## src/verilog/trace_pkg.sv

```systemverilog
package trace_pkg;

  //////////////////////////////////////////////////////////////////////
  // channel layout
  //////////////////////////////////////////////////////////////////////

  // number of logging channels feeding the packer
  localparam int num_chan = 4;

  // fixed record width of each channel, channel 0 first
  localparam int chan_width [num_chan] = '{8, 16, 8, 32};

  // bit offset of each channel inside the flat input vector
  localparam int chan_offset [num_chan] = '{0, 8, 24, 32};

  // packed word width, sum of all channel widths
  localparam int full_width = chan_offset[num_chan-1] + chan_width[num_chan-1];

  // enough bits to hold a length of 0 up to full_width
  localparam int len_width = $clog2(full_width + 1);

  // merge levels in the tree
  // also the ready delay and the pipeline latency
  localparam int tree_depth = 2;

  //////////////////////////////////////////////////////////////////////
  // configuration registers
  //////////////////////////////////////////////////////////////////////

  // register map of the config block
  typedef enum logic [1:0] {
    // channel enable mask, read/write
    addr_enable = 2'd0,
    // packed word counter, read only
    addr_count  = 2'd1,
    // any write here zeroes the counter
    addr_clear  = 2'd2
  } cfg_addr_e;

endpackage
```

## src/verilog/packed_log_if.sv

```systemverilog
`timescale 1ns/1ps

// packed record bus between merge tree nodes
interface packed_log_if #(
  parameter int width = 8
);

  // length field wide enough for 0 .. width
  localparam int len_w = $clog2(width + 1);

  // data and len only mean something while valid is high
  logic             valid;
  logic [width-1:0] data;
  logic [len_w-1:0] len;
  logic             ready;

  // child side drives the record
  modport prod (output valid, data, len, input ready);

  // parent side takes the record
  modport cons (input valid, data, len, output ready);

endinterface

```

## src/verilog/trace_pack_top.sv

```systemverilog
`timescale 1ns/1ps

module trace_pack_top (
  input  logic                              clk,
  input  logic                              rstn,
  input  logic [trace_pkg::num_chan-1:0]    in_valid,
  input  logic [trace_pkg::full_width-1:0]  in_data,
  output logic                              in_ready,
  output logic                              out_valid,
  output logic [trace_pkg::full_width-1:0]  out_data,
  output logic [trace_pkg::len_width-1:0]   out_len,
  output logic [trace_pkg::num_chan-1:0]    out_mask,
  input  logic                              out_ready,
  input  logic                              cfg_we,
  input  logic                              cfg_re,
  input  trace_pkg::cfg_addr_e              cfg_addr,
  input  logic [31:0]                       cfg_wdata,
  output logic [31:0]                       cfg_rdata
);

  // leaf widths and their len widths
  localparam int w0  = trace_pkg::chan_width[0];
  localparam int w1  = trace_pkg::chan_width[1];
  localparam int w2  = trace_pkg::chan_width[2];
  localparam int w3  = trace_pkg::chan_width[3];
  localparam int lw0 = $clog2(w0 + 1);
  localparam int lw1 = $clog2(w1 + 1);
  localparam int lw2 = $clog2(w2 + 1);
  localparam int lw3 = $clog2(w3 + 1);

  logic [trace_pkg::num_chan-1:0]   enable;
  logic [trace_pkg::num_chan-1:0]   leaf_valid;
  logic [trace_pkg::tree_depth-1:0] ready_pipe;
  // mask pipeline
  logic                             mask_mid_valid;
  logic [trace_pkg::num_chan-1:0]   mask_mid;
  logic                             mask_mid_ready;
  logic                             mask_out_valid;

  //////////////////////////////////////////////////////////////////////
  // leaves
  //////////////////////////////////////////////////////////////////////

  packed_log_if #(.width(w0)) leaf0 ();
  packed_log_if #(.width(w1)) leaf1 ();
  packed_log_if #(.width(w2)) leaf2 ();
  packed_log_if #(.width(w3)) leaf3 ();

  // disabled channels look idle to the tree
  assign leaf_valid = in_valid & enable;

  assign leaf0.valid = leaf_valid[0];
  assign leaf0.data  = in_data[trace_pkg::chan_offset[0] +: w0];
  assign leaf0.len   = leaf_valid[0] ? lw0'(w0) : '0;
  assign leaf1.valid = leaf_valid[1];
  assign leaf1.data  = in_data[trace_pkg::chan_offset[1] +: w1];
  assign leaf1.len   = leaf_valid[1] ? lw1'(w1) : '0;
  assign leaf2.valid = leaf_valid[2];
  assign leaf2.data  = in_data[trace_pkg::chan_offset[2] +: w2];
  assign leaf2.len   = leaf_valid[2] ? lw2'(w2) : '0;
  assign leaf3.valid = leaf_valid[3];
  assign leaf3.data  = in_data[trace_pkg::chan_offset[3] +: w3];
  assign leaf3.len   = leaf_valid[3] ? lw3'(w3) : '0;

  //////////////////////////////////////////////////////////////////////
  // fixed two level merge tree
  //////////////////////////////////////////////////////////////////////

  packed_log_if #(.width(w0 + w1))               node01 ();
  packed_log_if #(.width(w2 + w3))               node23 ();
  packed_log_if #(.width(trace_pkg::full_width)) root ();

  // level 1, channels 0+1 and 2+3
  log_merge2 #(.width_a(w0), .width_b(w1)) u_merge01 (
    .clk (clk), .rstn (rstn), .a (leaf0), .b (leaf1), .y (node01)
  );
  log_merge2 #(.width_a(w2), .width_b(w3)) u_merge23 (
    .clk (clk), .rstn (rstn), .a (leaf2), .b (leaf3), .y (node23)
  );

  // level 2
  log_merge2 #(.width_a(w0 + w1), .width_b(w2 + w3)) u_merge_root (
    .clk (clk), .rstn (rstn), .a (node01), .b (node23), .y (root)
  );

  assign out_valid  = root.valid;
  assign out_data   = root.data;
  assign out_len    = root.len;
  assign root.ready = out_ready;

  // per-channel valid mask, one stage per merge level
  skid_buffer #(.width(trace_pkg::num_chan)) u_mask_l1 (
    .clk (clk), .rstn (rstn),
    .in_valid (|leaf_valid), .in_data (leaf_valid), .in_ready (),
    .out_valid (mask_mid_valid), .out_data (mask_mid), .out_ready (mask_mid_ready)
  );
  skid_buffer #(.width(trace_pkg::num_chan)) u_mask_l2 (
    .clk (clk), .rstn (rstn),
    .in_valid (mask_mid_valid), .in_data (mask_mid), .in_ready (mask_mid_ready),
    .out_valid (mask_out_valid), .out_data (out_mask), .out_ready (out_ready)
  );

  // input ready is out_ready delayed by the tree depth
  always_ff @(posedge clk) begin
    if (rstn) begin
      ready_pipe <= '0;
    end else begin
      ready_pipe <= {ready_pipe[trace_pkg::tree_depth-2:0], out_ready};
    end
  end
  assign in_ready = ready_pipe[trace_pkg::tree_depth-1];

  trace_cfg_regs u_cfg (
    .clk (clk), .rstn (rstn),
    .cfg_we (cfg_we), .cfg_re (cfg_re), .cfg_addr (cfg_addr),
    .cfg_wdata (cfg_wdata), .cfg_rdata (cfg_rdata),
    .word_fire (out_valid && out_ready), .enable (enable)
  );

  // mask pipeline must stay in step with the tree
  a_mask_sync : assert property (@(posedge clk) disable iff (rstn)
    mask_out_valid == out_valid);

endmodule

```

## src/verilog/trace_cfg_regs.sv

```systemverilog
`timescale 1ns/1ps

module trace_cfg_regs (
  input  logic                            clk,
  input  logic                            rstn,
  input  logic                            cfg_we,
  input  logic                            cfg_re,
  input  trace_pkg::cfg_addr_e            cfg_addr,
  input  logic [31:0]                     cfg_wdata,
  output logic [31:0]                     cfg_rdata,
  input  logic                            word_fire,
  output logic [trace_pkg::num_chan-1:0]  enable
);

  // packed words that left the subsystem
  logic [31:0] count;

  // enable mask and counter
  always_ff @(posedge clk) begin
    if (rstn) begin
      // every channel on after reset
      enable <= '1;
      count  <= '0;
    end else begin
      if (cfg_we && cfg_addr == trace_pkg::addr_enable) begin
        enable <= cfg_wdata[trace_pkg::num_chan-1:0];
      end
      // clear wins over a transfer in the same cycle
      if (cfg_we && cfg_addr == trace_pkg::addr_clear) begin
        count <= '0;
      end else if (word_fire) begin
        count <= count + 32'd1;
      end
    end
  end

  // registered read port, value held until the next read
  always_ff @(posedge clk) begin
    if (rstn) begin
      cfg_rdata <= '0;
    end else if (cfg_re) begin
      case (cfg_addr)
        trace_pkg::addr_enable: cfg_rdata <= 32'(enable);
        trace_pkg::addr_count:  cfg_rdata <= count;
        default:                cfg_rdata <= '0;
      endcase
    end
  end

  // host issues one access per cycle
  a_one_access : assert property (@(posedge clk) disable iff (rstn)
    !(cfg_we && cfg_re));

endmodule

```

## src/verilog/log_merge2.sv

```systemverilog
`timescale 1ns/1ps

module log_merge2 #(
  parameter int width_a = 8,
  parameter int width_b = 8
) (
  input  logic       clk,
  input  logic       rstn,
  packed_log_if.cons a,
  packed_log_if.cons b,
  packed_log_if.prod y
);

  localparam int width_y = width_a + width_b;
  // len widths follow the bus rule
  localparam int lw_a = $clog2(width_a + 1);
  localparam int lw_b = $clog2(width_b + 1);
  localparam int lw_y = $clog2(width_y + 1);

  // buffered child A
  logic               a_q_valid;
  logic [width_a-1:0] a_q_data;
  logic [lw_a-1:0]    a_q_len;
  // buffered child B
  logic               b_q_valid;
  logic [width_b-1:0] b_q_data;
  logic [lw_b-1:0]    b_q_len;
  // lengths with invalid children forced to zero
  logic [lw_a-1:0]    len_a;
  logic [lw_b-1:0]    len_b;

  //////////////////////////////////////////////////////////////////////
  // one register stage per child
  //////////////////////////////////////////////////////////////////////

  // data and len ride together in one stage
  skid_buffer #(.width(width_a + lw_a)) u_buf_a (
    .clk       (clk),
    .rstn      (rstn),
    .in_valid  (a.valid),
    .in_data   ({a.data, a.len}),
    .in_ready  (a.ready),
    .out_valid (a_q_valid),
    .out_data  ({a_q_data, a_q_len}),
    .out_ready (y.ready)
  );

  // both children share the parent's ready
  skid_buffer #(.width(width_b + lw_b)) u_buf_b (
    .clk       (clk),
    .rstn      (rstn),
    .in_valid  (b.valid),
    .in_data   ({b.data, b.len}),
    .in_ready  (b.ready),
    .out_valid (b_q_valid),
    .out_data  ({b_q_data, b_q_len}),
    .out_ready (y.ready)
  );

  //////////////////////////////////////////////////////////////////////
  // packer
  //////////////////////////////////////////////////////////////////////

  assign y.valid = a_q_valid || b_q_valid;

  always_comb begin
    len_a = a_q_valid ? a_q_len : '0;
    len_b = b_q_valid ? b_q_len : '0;
    y.len = lw_y'(len_a) + lw_y'(len_b);
    // A at bit 0, cut at its length so stale upper bits can't leak into B
    // B starts right above A's last meaningful bit
    y.data = (width_y'(a_q_data) & ~({width_y{1'b1}} << len_a))
           | (width_y'(b_q_data) << len_a);
  end

  // merged length fits the combined width
  a_len_range : assert property (@(posedge clk) disable iff (rstn)
    y.valid |-> (int'(y.len) <= width_y));

endmodule

```

## src/verilog/skid_buffer.sv

```systemverilog
`timescale 1ns/1ps

module skid_buffer #(
  parameter int width = 8
) (
  input  logic             clk,
  input  logic             rstn,
  input  logic             in_valid,
  input  logic [width-1:0] in_data,
  output logic             in_ready,
  output logic             out_valid,
  output logic [width-1:0] out_data,
  input  logic             out_ready
);

  // upstream ready is downstream ready one cycle late
  logic             ready_q;
  // main entry drives the output
  logic             main_valid;
  logic [width-1:0] main_data;
  // skid entry catches the one slot that arrives after a stall
  logic             skid_full;
  logic             skid_valid;
  logic [width-1:0] skid_data;

  // slots move on ready alone, so empty cycles keep their place too
  // sibling buffers with the same ready then stay in lockstep
  always_ff @(posedge clk) begin
    if (rstn) begin
      ready_q    <= 1'b0;
      main_valid <= 1'b0;
      skid_full  <= 1'b0;
      skid_valid <= 1'b0;
    end else begin
      ready_q <= out_ready;
      if (out_ready) begin
        // main slot leaves, refill from skid first
        if (skid_full) begin
          main_valid <= skid_valid;
          skid_full  <= 1'b0;
        end else begin
          main_valid <= ready_q && in_valid;
        end
      end else if (ready_q) begin
        // output stalled but upstream still saw ready
        skid_full  <= 1'b1;
        skid_valid <= in_valid;
      end
    end
  end

  // payload path
  always_ff @(posedge clk) begin
    if (out_ready) begin
      main_data <= skid_full ? skid_data : in_data;
    end else if (ready_q) begin
      skid_data <= in_data;
    end
  end

  assign in_ready  = ready_q;
  assign out_valid = main_valid;
  assign out_data  = main_data;

  // a slot arriving must never find the skid entry still occupied
  // holds only while out_ready stays one cycle ahead of in_ready
  a_no_overflow : assert property (@(posedge clk) disable iff (rstn)
    ready_q |-> !skid_full);

endmodule

```

## config.mk

```make
export PLATFORM = sky130hd
export DESIGN_NAME = trace_pack_top
export DESIGN_NICKNAME = d
export VERILOG_FILES = /design/src/verilog/trace_pkg.sv /design/src/verilog/packed_log_if.sv /design/src/verilog/trace_pack_top.sv /design/src/verilog/trace_cfg_regs.sv /design/src/verilog/log_merge2.sv /design/src/verilog/skid_buffer.sv
export SDC_FILE = /design/constraint.sdc
export NUM_CORES = 1
export LEC_CHECK = 0
export BUFFER_PORTS_ARGS = -buffer_cell sky130_fd_sc_hd__buf_4
export CORE_UTILIZATION = 45
export CTS_BUF_LIST = sky130_fd_sc_hd__clkbuf_4
export CTS_CLUSTER_SIZE = 10
export DETAILED_ROUTE_END_ITERATION = 6
export PLACE_DENSITY = 0.72
export SLEW_MARGIN = 0
export SYNTH_ARGS = -nofsm -noshare
export SYNTH_HDL_FRONTEND = slang
export SYNTH_SLANG_ARGS = --single-unit
```

## constraint.sdc

```tcl
create_clock -name clk -period 9.85 [get_ports clk]
set_clock_uncertainty 0.05 [all_clocks]
set_input_delay 0.4925 -clock clk [delete_from_list [all_inputs] [get_ports clk]]
set_output_delay 0.4925 -clock clk [all_outputs]
set_load 0.005 [all_outputs]
```

## Word level (Yosys, flattened, before mapping)

Index checks and enable logic that the tools add are counted.

- Reductions and logical operators: 18
- Bitwise operators: 12
- Eq/ne operators: 2
- Shift operators: 6
- Add/sub/neg operators: 4
- Mux-type cells: 25

Operators with widths:

| kind | number |
|---|---|
| $and A24 B64 Y64 | 1 |
| $not A64 Y64 | 1 |
| $or A64 B64 Y64 | 1 |
| $pmux W32 S2 | 1 |
| $shl A40 B5 Y64 | 1 |
| $shl A64 B5 Y64 const A | 1 |
| $mux W46 | 1 |
| $and A8 B40 Y40 | 1 |
| $not A40 Y40 | 1 |
| $or A40 B40 Y40 | 1 |
| $shl A32 B4 Y40 | 1 |
| $shl A40 B4 Y40 const A | 1 |
| $mux W38 | 1 |
| $add A32 B1 Y32 const B | 1 |
| $mux W29 | 1 |
| $and A8 B24 Y24 | 1 |
| $mux W12 | 2 |
| $mux W4 | 6 |
| $not A24 Y24 | 1 |
| $or A24 B24 Y24 | 1 |
| $shl A16 B4 Y24 | 1 |
| $shl A24 B4 Y24 const A | 1 |
| $mux W21 | 1 |
| $mux W6 | 3 |
| 14 further kinds | 35 |

- Output and inout port bits: 109
- Word-level logic and storage cells: 103
- Register bits after elaboration: 418
- Input port bits: 107

## Depth between registers and ports, before layout

Gate-level depths: netlist of run 1.

- Depth in word-level cells: 6
- Mapped depth: 7
- Gate-level depth less buffers: 5

## By module

Synthesis of run 1 repeated with hierarchy kept, for this count alone.

- Cell total of the unflattened synthesis: 1,924
- Area total of the unflattened synthesis: 23,301.1 sq um

By module, submodules not included:

| module | instances | seq. area each (sq um) | area an instance (sq um) | cells an instance |
|---|---|---|---|---|
| log_merge2 (u_merge_root) | 1 | 0.0 | 3,900.0 | 574 |
| skid_buffer (u_merge_root.u_buf_b) | 1 | 2,842.7 | 3,453.3 | 157 |
| skid_buffer (u_merge23.u_buf_b) | 1 | 2,362.3 | 2,882.8 | 132 |
| trace_cfg_regs | 1 | 1,361.3 | 2,870.3 | 334 |
| skid_buffer (u_merge_root.u_buf_a) | 1 | 1,821.7 | 2,239.6 | 104 |
| skid_buffer (u_merge01.u_buf_a ...) | 2 | 800.8 | 1,038.5 | 52 |
| log_merge2 (u_merge23) | 1 | 0.0 | 2,048.2 | 209 |
| skid_buffer (u_merge01.u_buf_b) | 1 | 1,341.3 | 1,687.9 | 80 |
| log_merge2 (u_merge01) | 1 | 0.0 | 1,121.1 | 165 |
| skid_buffer (u_mask_l1 ...) | 2 | 320.3 | 461.7 | 27 |
| trace_pack_top | 1 | 40.0 | 97.6 | 11 |

## Least setup slack after synthesis of run 1

No wires, ideal clock.

- Path type: register -> register
- Start point: reg ready_pipe[0] (netlist name)
- End point: reg u_mask_l2.skid_data[0] (enable)
- Period minus slack after synthesis: 5.861 ns
- Required time: 9.282 ns
- Slack: 3.989 ns
- Library setup time: 0.518 ns
- Path buffers: 0
- Arrival: 5.293 ns
- Cell stages (with the launch flop): 2
- Cell sequence: dfxtp_1 -> nor2b_1

RTL lines:

| what | RTL line | RTL |
|---|---|---|
| end signal: assignment | skid_buffer.sv:57 | `skid_data <= in_data;` |
| end: declaration | skid_buffer.sv:24 | `logic [width-1:0] skid_data;` |

## Worst setup path in the final report of run 1

- Start point: reg u_merge_root.u_buf_a.main_data[4], in the netlist u_merge_root.u_buf_a.out_data[4]
- End point: out out_data[6] (netlist bit)

- Word-level cells in the longest chain between the ends: 5
- Elaborated cells between the ends (all ways): 6
- Classes of those cells: 2 x shift; 1 x mux; 3 x bitwise

RTL lines:

| what | RTL line | RTL |
|---|---|---|
| start: declaration | skid_buffer.sv:20 | `logic [width-1:0] main_data;` |
| start signal: assignment | skid_buffer.sv:55 | `main_data <= skid_full ? skid_data : in_data;` |
| $mux W5 * | log_merge2.sv:67 | `len_a = a_q_valid ? a_q_len : '0;` |
| $shl A64 B5 Y64 | log_merge2.sv:72 | `y.data = (width_y'(a_q_data) & ~({width_y{1'b1}} << len_a))` |
| $not A64 Y64 | log_merge2.sv:72 |  |
| $and A24 B64 Y64 | log_merge2.sv:72 |  |
| $or A64 B64 Y64 * | log_merge2.sv:73 | `\| (width_y'(b_q_data) << len_a);` |
| end: declaration | trace_pack_top.sv:10 | `output logic [trace_pkg::full_width-1:0] out_data,` |

Every way passes the cells marked *; elsewhere a longest branch is shown, timed or not.

==> results of run 1 <==
worst paths after layout:
| kind | start | endpoint | slack (ns) | cells past startpoint |
|---|---|---|---|---|
| setup / recovery | u_merge_root.u_buf_a.out_data[4] | out_data[6] | 5.48 | 5 |
| hold / removal | in_valid[1] | u_mask_l1.skid_data[1] | 0.1 | 3 |
| setup reg to reg | u_merge_root.u_buf_a.out_valid | u_cfg.count[20] | 7.20 | 4 |
| hold reg to reg | u_merge23.u_buf_a.skid_valid | u_merge23.u_buf_a.skid_valid | 0.42 | 2 |
placed cells by master (no fill, tap or decap), types with 4 or more instances in the layout:
cell and count:
a211o_1 4, a211oi_1 12, a21oi_1 73, a22oi_1 8, and2_1 6, and3_1 25
buf_4 191, clkbuf_4 150, clkinv_1 13, dfxtp_1 81, dlygate4sd3_1 68, edfxtp_1 280
inv_1 7, inv_2 4, mux2_2 201, mux2i_1 59, nand2_1 29, nand3_1 9
nand4_1 8, nor2_1 83, nor2b_1 51, nor3_1 5, nor4_1 4, o21ai_0 11
o31ai_1 14, or3_1 10, or4_1 18, xnor2_1 8
kinds of logic (layout without fill, tap and decap cells):
family                     after synthesis  after routing  synth area share (%)
AOI/OAI and AO/OA                      128            128                 4.907
xor gates and xnor gates                10             10                0.5641
adders and majority gates                3              3                0.2418
buffers and inverters                   78            439                 2.047
DFF                                    364            364                 64.98
muxes                                  260            260                 18.38
other                                    1              4               0.02415
and+or+nand+nor                        262            262                 8.856
worst min-delay path, stage by stage:
cell and delay, ns:
buf_4 0.08, nand2_1 0.11, inv_1 0.07
layout make-up:
class	instances	area share, %
Sequential cell	364	52.49
Multi-Input combinational cell	666	26.71
Timing Repair Buffer	259	10.99
Clock buffer	150	5.853
Tap cell	448	2.914
Clock inverter	21	0.8520
Inverter	9	0.1756
Antenna cell	1	0.01301
where the power goes:
| part | internal (W) | switching [W] |
|---|---|---|
| combinational | 0.000118 | 0.0000986 |
| sequential | 0.00171 | 0.0000431 |
| clock | 0.000766 | 0.000612 |
| total | 0.00259 | 0.000754 |
through the flow:
stage / power (W) / area (um^2) / utilization, % / hold slack (ns)
floorplan: 0.001874 / 15530 / - / 0.3866
global placement: 0.001974 / 17270 / 51.23 / 0.3957
detailed placement: 0.001980 / 17270 / 51.23 / 0.4082
CTS: 0.003385 / 19240 / 57.08 / 0.02056
global route: 0.003480 / 19240 / 57.09 / 0.04978
finish: 0.003349 / 19240 / 57.09 / 0.09989
per-layer routing:
metal	global-route usage (%)	up-vias	share of wire, %
li1	-	4789	-
met1	27.91	5126	44
met2	32.62	336	48
met3	4.529	68	5.8
met4	8.537	0	2.8
met5	0	-	0
sequential cells by signal, indices dropped and copies added, names as in the netlist, 3 cells and up:
signal                          flops
u_cfg.cfg_rdata                    32
u_cfg.count                        32
u_cfg.enable                        4
u_mask_l1.out_data                  3
u_mask_l1.skid_data                 3
u_mask_l2.out_data                  4
u_mask_l2.skid_data                 4
u_merge01.u_buf_a.out_data          8
u_merge01.u_buf_a.skid_data         8
u_merge01.u_buf_b.out_data         16
u_merge01.u_buf_b.skid_data        16
u_merge23.u_buf_a.out_data          8
u_merge23.u_buf_a.skid_data         8
u_merge23.u_buf_b.out_data         33
u_merge23.u_buf_b.skid_data        33
u_merge_root.u_buf_a.out_data      26
u_merge_root.u_buf_a.skid_data     26
u_merge_root.u_buf_b.out_data      42
u_merge_root.u_buf_b.skid_data     42
==> results.md, run 1 <==
* Outcome: finished clean
* Area of the mapped netlist at 0.01553 mm^2
* Clock root cell: clkbuf_4
* Commonest cells in the netlist: edfxtp_1 (280), mux2_2 (201), dfxtp_1 (84)
* Die area at 0.03525 mm^2
* Post-route ant nets at 0
* Crit path max-delay family: simple AND/OR/NAND/NOR gates
* Via count at 10319
* Worst-path clk slew at 0.07 ns
* Final nets at 1506
* GR Overflow Total at 0
* Placeable Area at 0.03370 mm^2
* Ys async rst share at 0%
* Clk sinks at 364
* CP Launch Type: flop
* Count leader, synth: edfxtp_1
* Seq/Total Area, Yosys at 64.98%
* DRC violations left at 0
* H-tree depth at 3
* Die width at 187.8 um
* Syn Inst Count at 1106
* First-pass GRT wire length at 56580 um
* Clk_lat worst skew at 0.75 ns
* Ys flop type: edfxtp_1
* CP max stage delay at 0.89 ns
* Number of flops mapped to enable cells by yosys at 280
* Vias in the first global route at 10241
* Synth cell types at 40
* Vias/cell at 5.380
* Yosys top cell by area: edfxtp_1
* Seq cells post-synth at 364
* Setup crit end kind: output port
* Drt wl/cell at 19.23 um
* Fmax at 0.2291 GHz
* Initial Util at 46.08%
* I/O Pins at 216
* Reg area at 0.01010 mm^2
* Max_slew headroom at 28.23%
* FP Rows at 67
* Cell Count Post-Placement at 1678
* Setup tns final at 0 ns
* Period utilization at 44.32%
* Multi-input gate area at 0.005139 mm^2
* Max cap viols at 0
* Leakage at 7.074 nW
* CTS Hold Bufs at 68
* Unrepaired setup endpoints after global routing: no
* Synth warn at 0
* Setup-failing EPs final at 0
* HP Class: in2reg
* Detailed placement HPWL at 23270 um
* WP buf/inv at 2
* Synthesized area per cell at 14.04 um^2
* Max-slew violations at 0
* WL final at 36880 um
* Placer Congestion at 0.8315
* Slowest CP cell: nand2_2
* CTS Buffer Depth at 3
* Worst Path Required at 9.31 ns
* GRT Total Usage at 20.76%
* Num CTS Buffers at 96
* PortBufs at 184
* Worst path cell trace: nand2_2 > inv_2 > nor2_1 > mux2_2 > buf_4
* Post_cts resized at 0
* Layout area overhead at 23.90%
* Initial antenna violation count at 1
* Largest net degree at the start of global routing at 79
* CTS tree: built
* Worst VDD drop at 0.1038 mV
* Pre-Repair DR Iteration Count at 5
* Pre-CTS WS at 6.260 ns
* CP Class: reg2out
* Data arrival, critical path at 3.82 ns
* Final WS setup at 5.484 ns
* Share of layout cells above drive strength 1 at 38.26%
* Critical-path maximum fanout at 50
* Slew @ Worst Pin at 1.077 ns
* Power Dens Cells at 174.1 mW/mm^2
* Fillers at 2757
* Post-CTS Setup Bufs at 0
* Finished Layout Cells at 1918
* Die height at 187.8 um
* Top cells by area, synth: edfxtp_1 (54%), mux2_2 (15%), dfxtp_1 (11%)
* Fin. Hold Viols at 0
* 1st-iter DRT viols at 703
* Crit path time final at 4.366 ns
* Top cell type's share of synthesized area at 54.15%
Power figures use the tool's default switching activity.
==> inputs of run 2 (changes only) <==
==> constraint.sdc (replaced) <==
create_clock -name clk -period 4.4 [get_ports clk]
set_clock_uncertainty 0.05 [all_clocks]
set_input_delay 0.22 -clock clk [delete_from_list [all_inputs] [get_ports clk]]
set_output_delay 0.22 -clock clk [all_outputs]
set_load 0.005 [all_outputs]
==> run 2 against run 1 <==
Final cell count rose by 0.47%. Sequential share of layout area fell by 0.37 points. Largest power group unchanged. First-iteration DRC count fell by 1.0%. Die area did not move. Routed wire length rose by 0.51%. Critical path depth fell by 1. Non-clock buffer count rose by 20. Via count fell by 0.30%. Register-to-register slack got worse by 5.6 ns.
==> results.md, run 2 (synthesis gave the netlist of run 1 again) <==
* Fmax at 0.2722 GHz
* CTS Buffer Depth at 3
* Vias in the first global route at 10232
* Vias/cell at 5.339
* Max_slew headroom at 22.46%
* HP Class: in2reg
* Comb pwr share at 6.8%
* DRC violations left at 0
* Total Power at 0.007411 W
* Flop pwr share at 52.9%
* 1st-iter DRT viols at 696
* Initial Util at 46.08%
* Largest net degree at the start of global routing at 79
* Post_cts resized at 0
* Hold Path End: u_merge23.u_buf_a.skid_data[8]
* Leakage at 7.107 nW
* Via count at 10288
* Max cap viols at 0
* Fillers at 2730
* Worst Hold Launch: in_data[28]
* First-pass GRT wire length at 56700 um
* Post-route ant nets at 0
* GR Overflow Total at 0
* Period utilization at 83.50%
* Setup tns final at 0 ns
* Power Dens Cells at 382.5 mW/mm^2
* PortBufs at 184
* Clk sinks at 364
* Worst VDD drop at 0.2338 mV
* Final nets at 1525
* Layout area overhead at 24.79%
* Unrepaired setup endpoints after global routing: no
* Die width at 187.8 um
* Fin. Hold Viols at 0
* Worst-path clk slew at 0.07 ns
* Commonest non-fill, non-tap cell in the layout: edfxtp_1
* Net load switching power at 0.001677 W
* Clk_lat worst skew at 0.75 ns
* Share of total power in the clock network at 40.3%
* Commonest non-fill, non-tap cells in the layout: edfxtp_1 (280), mux2_2 (201), buf_4 (192)
* Placer Congestion at 0.8795
* I/O Pins at 216
* FP Rows at 67
* H-tree depth at 3
* Pre-Repair DR Iteration Count at 5
* Share of layout cells above drive strength 1 at 37.48%
* Die area at 0.03525 mm^2
* P_int at 0.005734 W
* Clock root cell: clkbuf_4
* Reg2Reg Depth at 3
* Num CTS Buffers at 95
* Detailed placement HPWL at 23330 um
* Pre-CTS WS at 1.504 ns
* Reg2Reg Launch Point: ready_pipe[0]
* Critical-path maximum fanout at 42
* Max-slew violations at 0
* Setup crit end kind: output port
* Data arrival, critical path at 3.40 ns
* Die height at 187.8 um
* Drt wl/cell at 19.24 um
* Placeable Area at 0.03370 mm^2
* GRT Total Usage at 20.75%
* Setup-failing EPs final at 0
* Outcome: finished clean
* Worst Path Required at 4.13 ns
* Reg2reg setup slack at 1.64 ns
* Final WS setup at 0.7259 ns
* Net Sw Frac at 22.63%
* Worst hold path stage count at 2
* Crit path time final at 3.674 ns
* R2R Path End: u_merge23.u_buf_a.skid_data[11]
* CTS tree: built
* Slew @ Worst Pin at 1.163 ns
* CP Class: reg2out
* WL final at 37070 um
* Initial antenna violation count at 1
* CP Launch Type: flop
[run 2: worst max path at each step]
stage	cells after the start	from	endpoint
global route	4	u_merge_root.u_buf_a.out_valid	out_data[6]
global placement	4	u_merge_root.u_buf_a.out_valid	out_data[2]
floorplan	1	ready_pipe[0]	u_mask_l2.skid_data[0]
detailed placement	3	ready_pipe[0]	u_merge23.u_buf_b.skid_data[14]
finish	4	u_merge_root.u_buf_a.out_valid	out_data[6]
CTS	4	u_merge_root.u_buf_a.out_valid	out_data[6]
[run 2: metrics by stage]
stage	std cells	utilization, %	hold WS [ns]	area [um^2]
detailed placement	1679	51.25	0.3581	17270
CTS	1926	57.49	0.04904	19370
floorplan	1108	-	0.2610	15540
global route	1927	57.50	0.06622	19380
finish	1927	57.50	0.1533	19380
global placement	1679	51.25	0.3572	17270
[run 2: critical path: stages, from the launching register on]
cell and delay, ns:
dfxtp_1 0.63, and2_2 1.02, nor2_1 0.43, mux2_2 0.41
buf_4 0.14
[run 2: metal layers]
| layer | track usage [%] | wire length (um) |
|---|---|---|
| met5 | 0 | 0 |
| met4 | 7.911 | 863 |
| met3 | 4.211 | 1834 |
| met2 | 32.62 | 17650 |
| met1 | 28.33 | 16720 |
[run 2: power groups by stage]
stage / sequential, W / clock [W] / combinational, W
6_report: 0.00392 / 0.00299 / 0.000504
4_1_cts: 0.00392 / 0.00308 / 0.000502
3_5_place_dp: 0.00399 / 0 / 0.000438
5_1_grt: 0.00393 / 0.00324 / 0.000538
2_1_floorplan: 0.00394 / 0 / 0.000251
3_3_place_gp: 0.00399 / 0 / 0.000431
[run 2: timing repair]
action / 4_1_cts / 5_1_grt
setup endpoints to repair: 0 / 0
buffers inserted: 0 / 0
hold endpoints to repair: 210 / 0
hold buffers: 87 / 0
[run 2: layout make-up]
type,instances,area (um^2),area share [%]
Sequential cell,364,10100,52.12
Clock buffer,140,1051,5.424
Inverter,9,33.78,0.1744
Multi-Input combinational cell,666,5139,26.52
Antenna cell,1,2.502,0.01291
Timing Repair Buffer,279,2312,11.93
Tap cell,448,560.5,2.893
Clock inverter,20,178.9,0.9234
==> inputs of run 3 (changes only) <==
--- a/config.mk
+++ b/config.mk
@@ -10,7 +10,7 @@
 export CTS_BUF_LIST = sky130_fd_sc_hd__clkbuf_4
 export CTS_CLUSTER_SIZE = 10
 export DETAILED_ROUTE_END_ITERATION = 6
-export PLACE_DENSITY = 0.72
+export PLACE_DENSITY = 0.75
 export SLEW_MARGIN = 0
 export SYNTH_ARGS = -nofsm -noshare
 export SYNTH_HDL_FRONTEND = slang
==> constraint.sdc (replaced) <==
create_clock -name clk -period 3.1 [get_ports clk]
set_clock_uncertainty 0.05 [all_clocks]
set_input_delay 0.155 -clock clk [delete_from_list [all_inputs] [get_ports clk]]
set_output_delay 0.155 -clock clk [all_outputs]
set_load 0.005 [all_outputs]
==> run 3 against run 2 <==
Count of clock-buffer cells in the layout shrank 12. Total power increased by 37%. Sequential cell count unchanged. Final area shrank 0.19%. Critical path depth up 2. Worst hold slack got worse by 0.066 ns. Clock power grew 30%. Non-clock buffer count grew 6. Routed wire length grew 0.75%. Global-route usage grew 0.37 points. Combinational power increased by 47%. Largest cell class unchanged. Largest power group unchanged. Highest routed layer unchanged.
==> results.md, run 3 (synthesis gave the netlist of run 1 again) <==
* Outcome: finished clean
* Final nets at 1528
* Num CTS Buffers at 92
* HP Class: in2reg
* Worst path cell trace: buf_4 > nand2_2 > inv_2 > nor2_1 > mux2_2 > buf_4
* Final non-filler cell area at 0.01934 mm^2
* Vias in the first global route at 10492
* Multi-input gate area at 0.005139 mm^2
* Data arrival, critical path at 2.75 ns
* Setup crit end kind: output port
* Placer Congestion at 0.9142
* Die width at 187.8 um
* Post-route ant nets at 0
* Vias/cell at 5.353
* Fillers at 2681
* Worst VDD drop at 0.3651 mV
* Reg area at 0.01010 mm^2
* Period utilization at 95.36%
* Cell Count Post-Placement at 1685
* Slowest CP cell: nor2_1
* Clock root cell: clkbuf_4
* Critical-path maximum fanout at 18
* First-pass GRT wire length at 57930 um
* Clk sinks at 364
* WL final at 37350 um
* GRT Total Usage at 21.13%
* GR Overflow Total at 0
* FP Rows at 67
* Share of layout cells above drive strength 1 at 36.92%
* CTS Buffer Depth at 3
* Pre-Repair DR Iteration Count at 5
* Initial Util at 46.08%
* Final core utilization at 57.38%
* Post-CTS Setup Bufs at 0
* Crit path max-delay family: simple AND/OR/NAND/NOR gates
* Initial antenna violation count at 1
* Max-slew violations at 0
* DRC violations left at 0
* Layout area overhead at 24.54%
* Max cap viols at 0
* Fmax at 0.3383 GHz
* Largest net degree at the start of global routing at 79
* Slew @ Worst Pin at 1.067 ns
* Worst Path Required at 2.89 ns
* Worst-path clk slew at 0.06 ns
* Setup-failing EPs final at 0
* Fin. Hold Viols at 0
* CTS tree: built
* CP Launch Type: flop
* Placed Area at 0.01736 mm^2
* Max_slew headroom at 28.88%
* Commonest non-fill, non-tap cells in the layout: edfxtp_1 (280), mux2_2 (201), buf_4 (194)
* Power Dens Cells at 525.8 mW/mm^2
* Clk_lat worst skew at 0.74 ns
* Placeable Area at 0.03370 mm^2
* Die height at 187.8 um
* Setup tns final at 0 ns
* I/O Pins at 216
* Commonest non-fill, non-tap cell in the layout: edfxtp_1
* Drt wl/cell at 19.37 um
* Detailed placement HPWL at 23770 um
* Leakage at 7.084 nW
* WP buf/inv at 3
* 1st-iter DRT viols at 645
* Via count at 10320
* H-tree depth at 3
* Unrepaired setup endpoints after global routing: no
* PortBufs at 184
* CP max stage delay at 0.65 ns
* Crit path time final at 2.956 ns
* Finished Layout Cells at 1928
* Die area at 0.03525 mm^2
* CP Class: reg2out
* Most common cell on crit path: buf_4
[run 3: cell types whose count changed in the layout (fill, tap and decap cells not counted)]
cell,change
buf_12,+3
buf_4,+2
buf_6,+1
bufinv_16,-2
clkbuf_4,-12
clkinv_1,+9
clkinv_2,+1
clkinvlp_4,-1
dfxtp_2,-1
dfxtp_4,+1
inv_2,+2
inv_6,-3
inv_8,+1
[run 3: layer usage]
layer | track usage, % | vias to the layer above | wire (um)
li1 | - | 4818 | -
met1 | 27.47 | 5067 | 15940
met2 | 34.03 | 344 | 17950
met3 | 3.818 | 91 | 2127
met4 | 10.57 | 0 | 1329
met5 | 0 | - | 0
[run 3: worst paths after layout]
check / cells after the start / slack, ns / from / endpoint
max: 6 / 0.14 / u_merge_root.u_buf_a.out_data[4] / out_data[2]
min: 2 / 0.09 / in_data[46] / u_merge23.u_buf_b.skid_data[20]
max reg2reg: 7 / 0.55 / u_cfg.enable[2] / u_cfg.cfg_rdata[2]
min reg2reg: 2 / 0.41 / u_merge23.u_buf_a.skid_valid / u_merge23.u_buf_a.skid_valid
[run 3: final cells by class]
class	count	area share, %
sequential	364	52.23
multi-input combinational	666	26.57
timing repair buffer	285	12.40
clock buffer	128	4.969
tap	448	2.899
clock inverter	27	0.7376
inverter	9	0.1747
antenna	1	0.01294
[run 3: power breakdown]
part | internal (W) | total, W | switching, W
logic | 0.000398 | 0.000741 | 0.000343
registers | 0.00543 | 0.00555 | 0.000116
clock network | 0.00199 | 0.00388 | 0.00189
[run 3: metrics by stage]
step | setup slack (ns) | power (W) | hold slack (ns)
floorplan | 0.1188 | 0.005951 | 0.1960
global placement | 0.7136 | 0.006279 | 0.2923
detailed placement | 0.6978 | 0.006295 | 0.2932
CTS | 0.06158 | 0.01025 | 0.02377
global route | 0.03277 | 0.01058 | 0.03637
finish | 0.1440 | 0.01017 | 0.08742
[run 3: repair_timing]
item                                    in CTS  in global routing
resized for setup                            0                  1
hold buffers                                87                  0
endpoints found under the hold margin      228                  0
endpoints found under the setup margin       0                  4
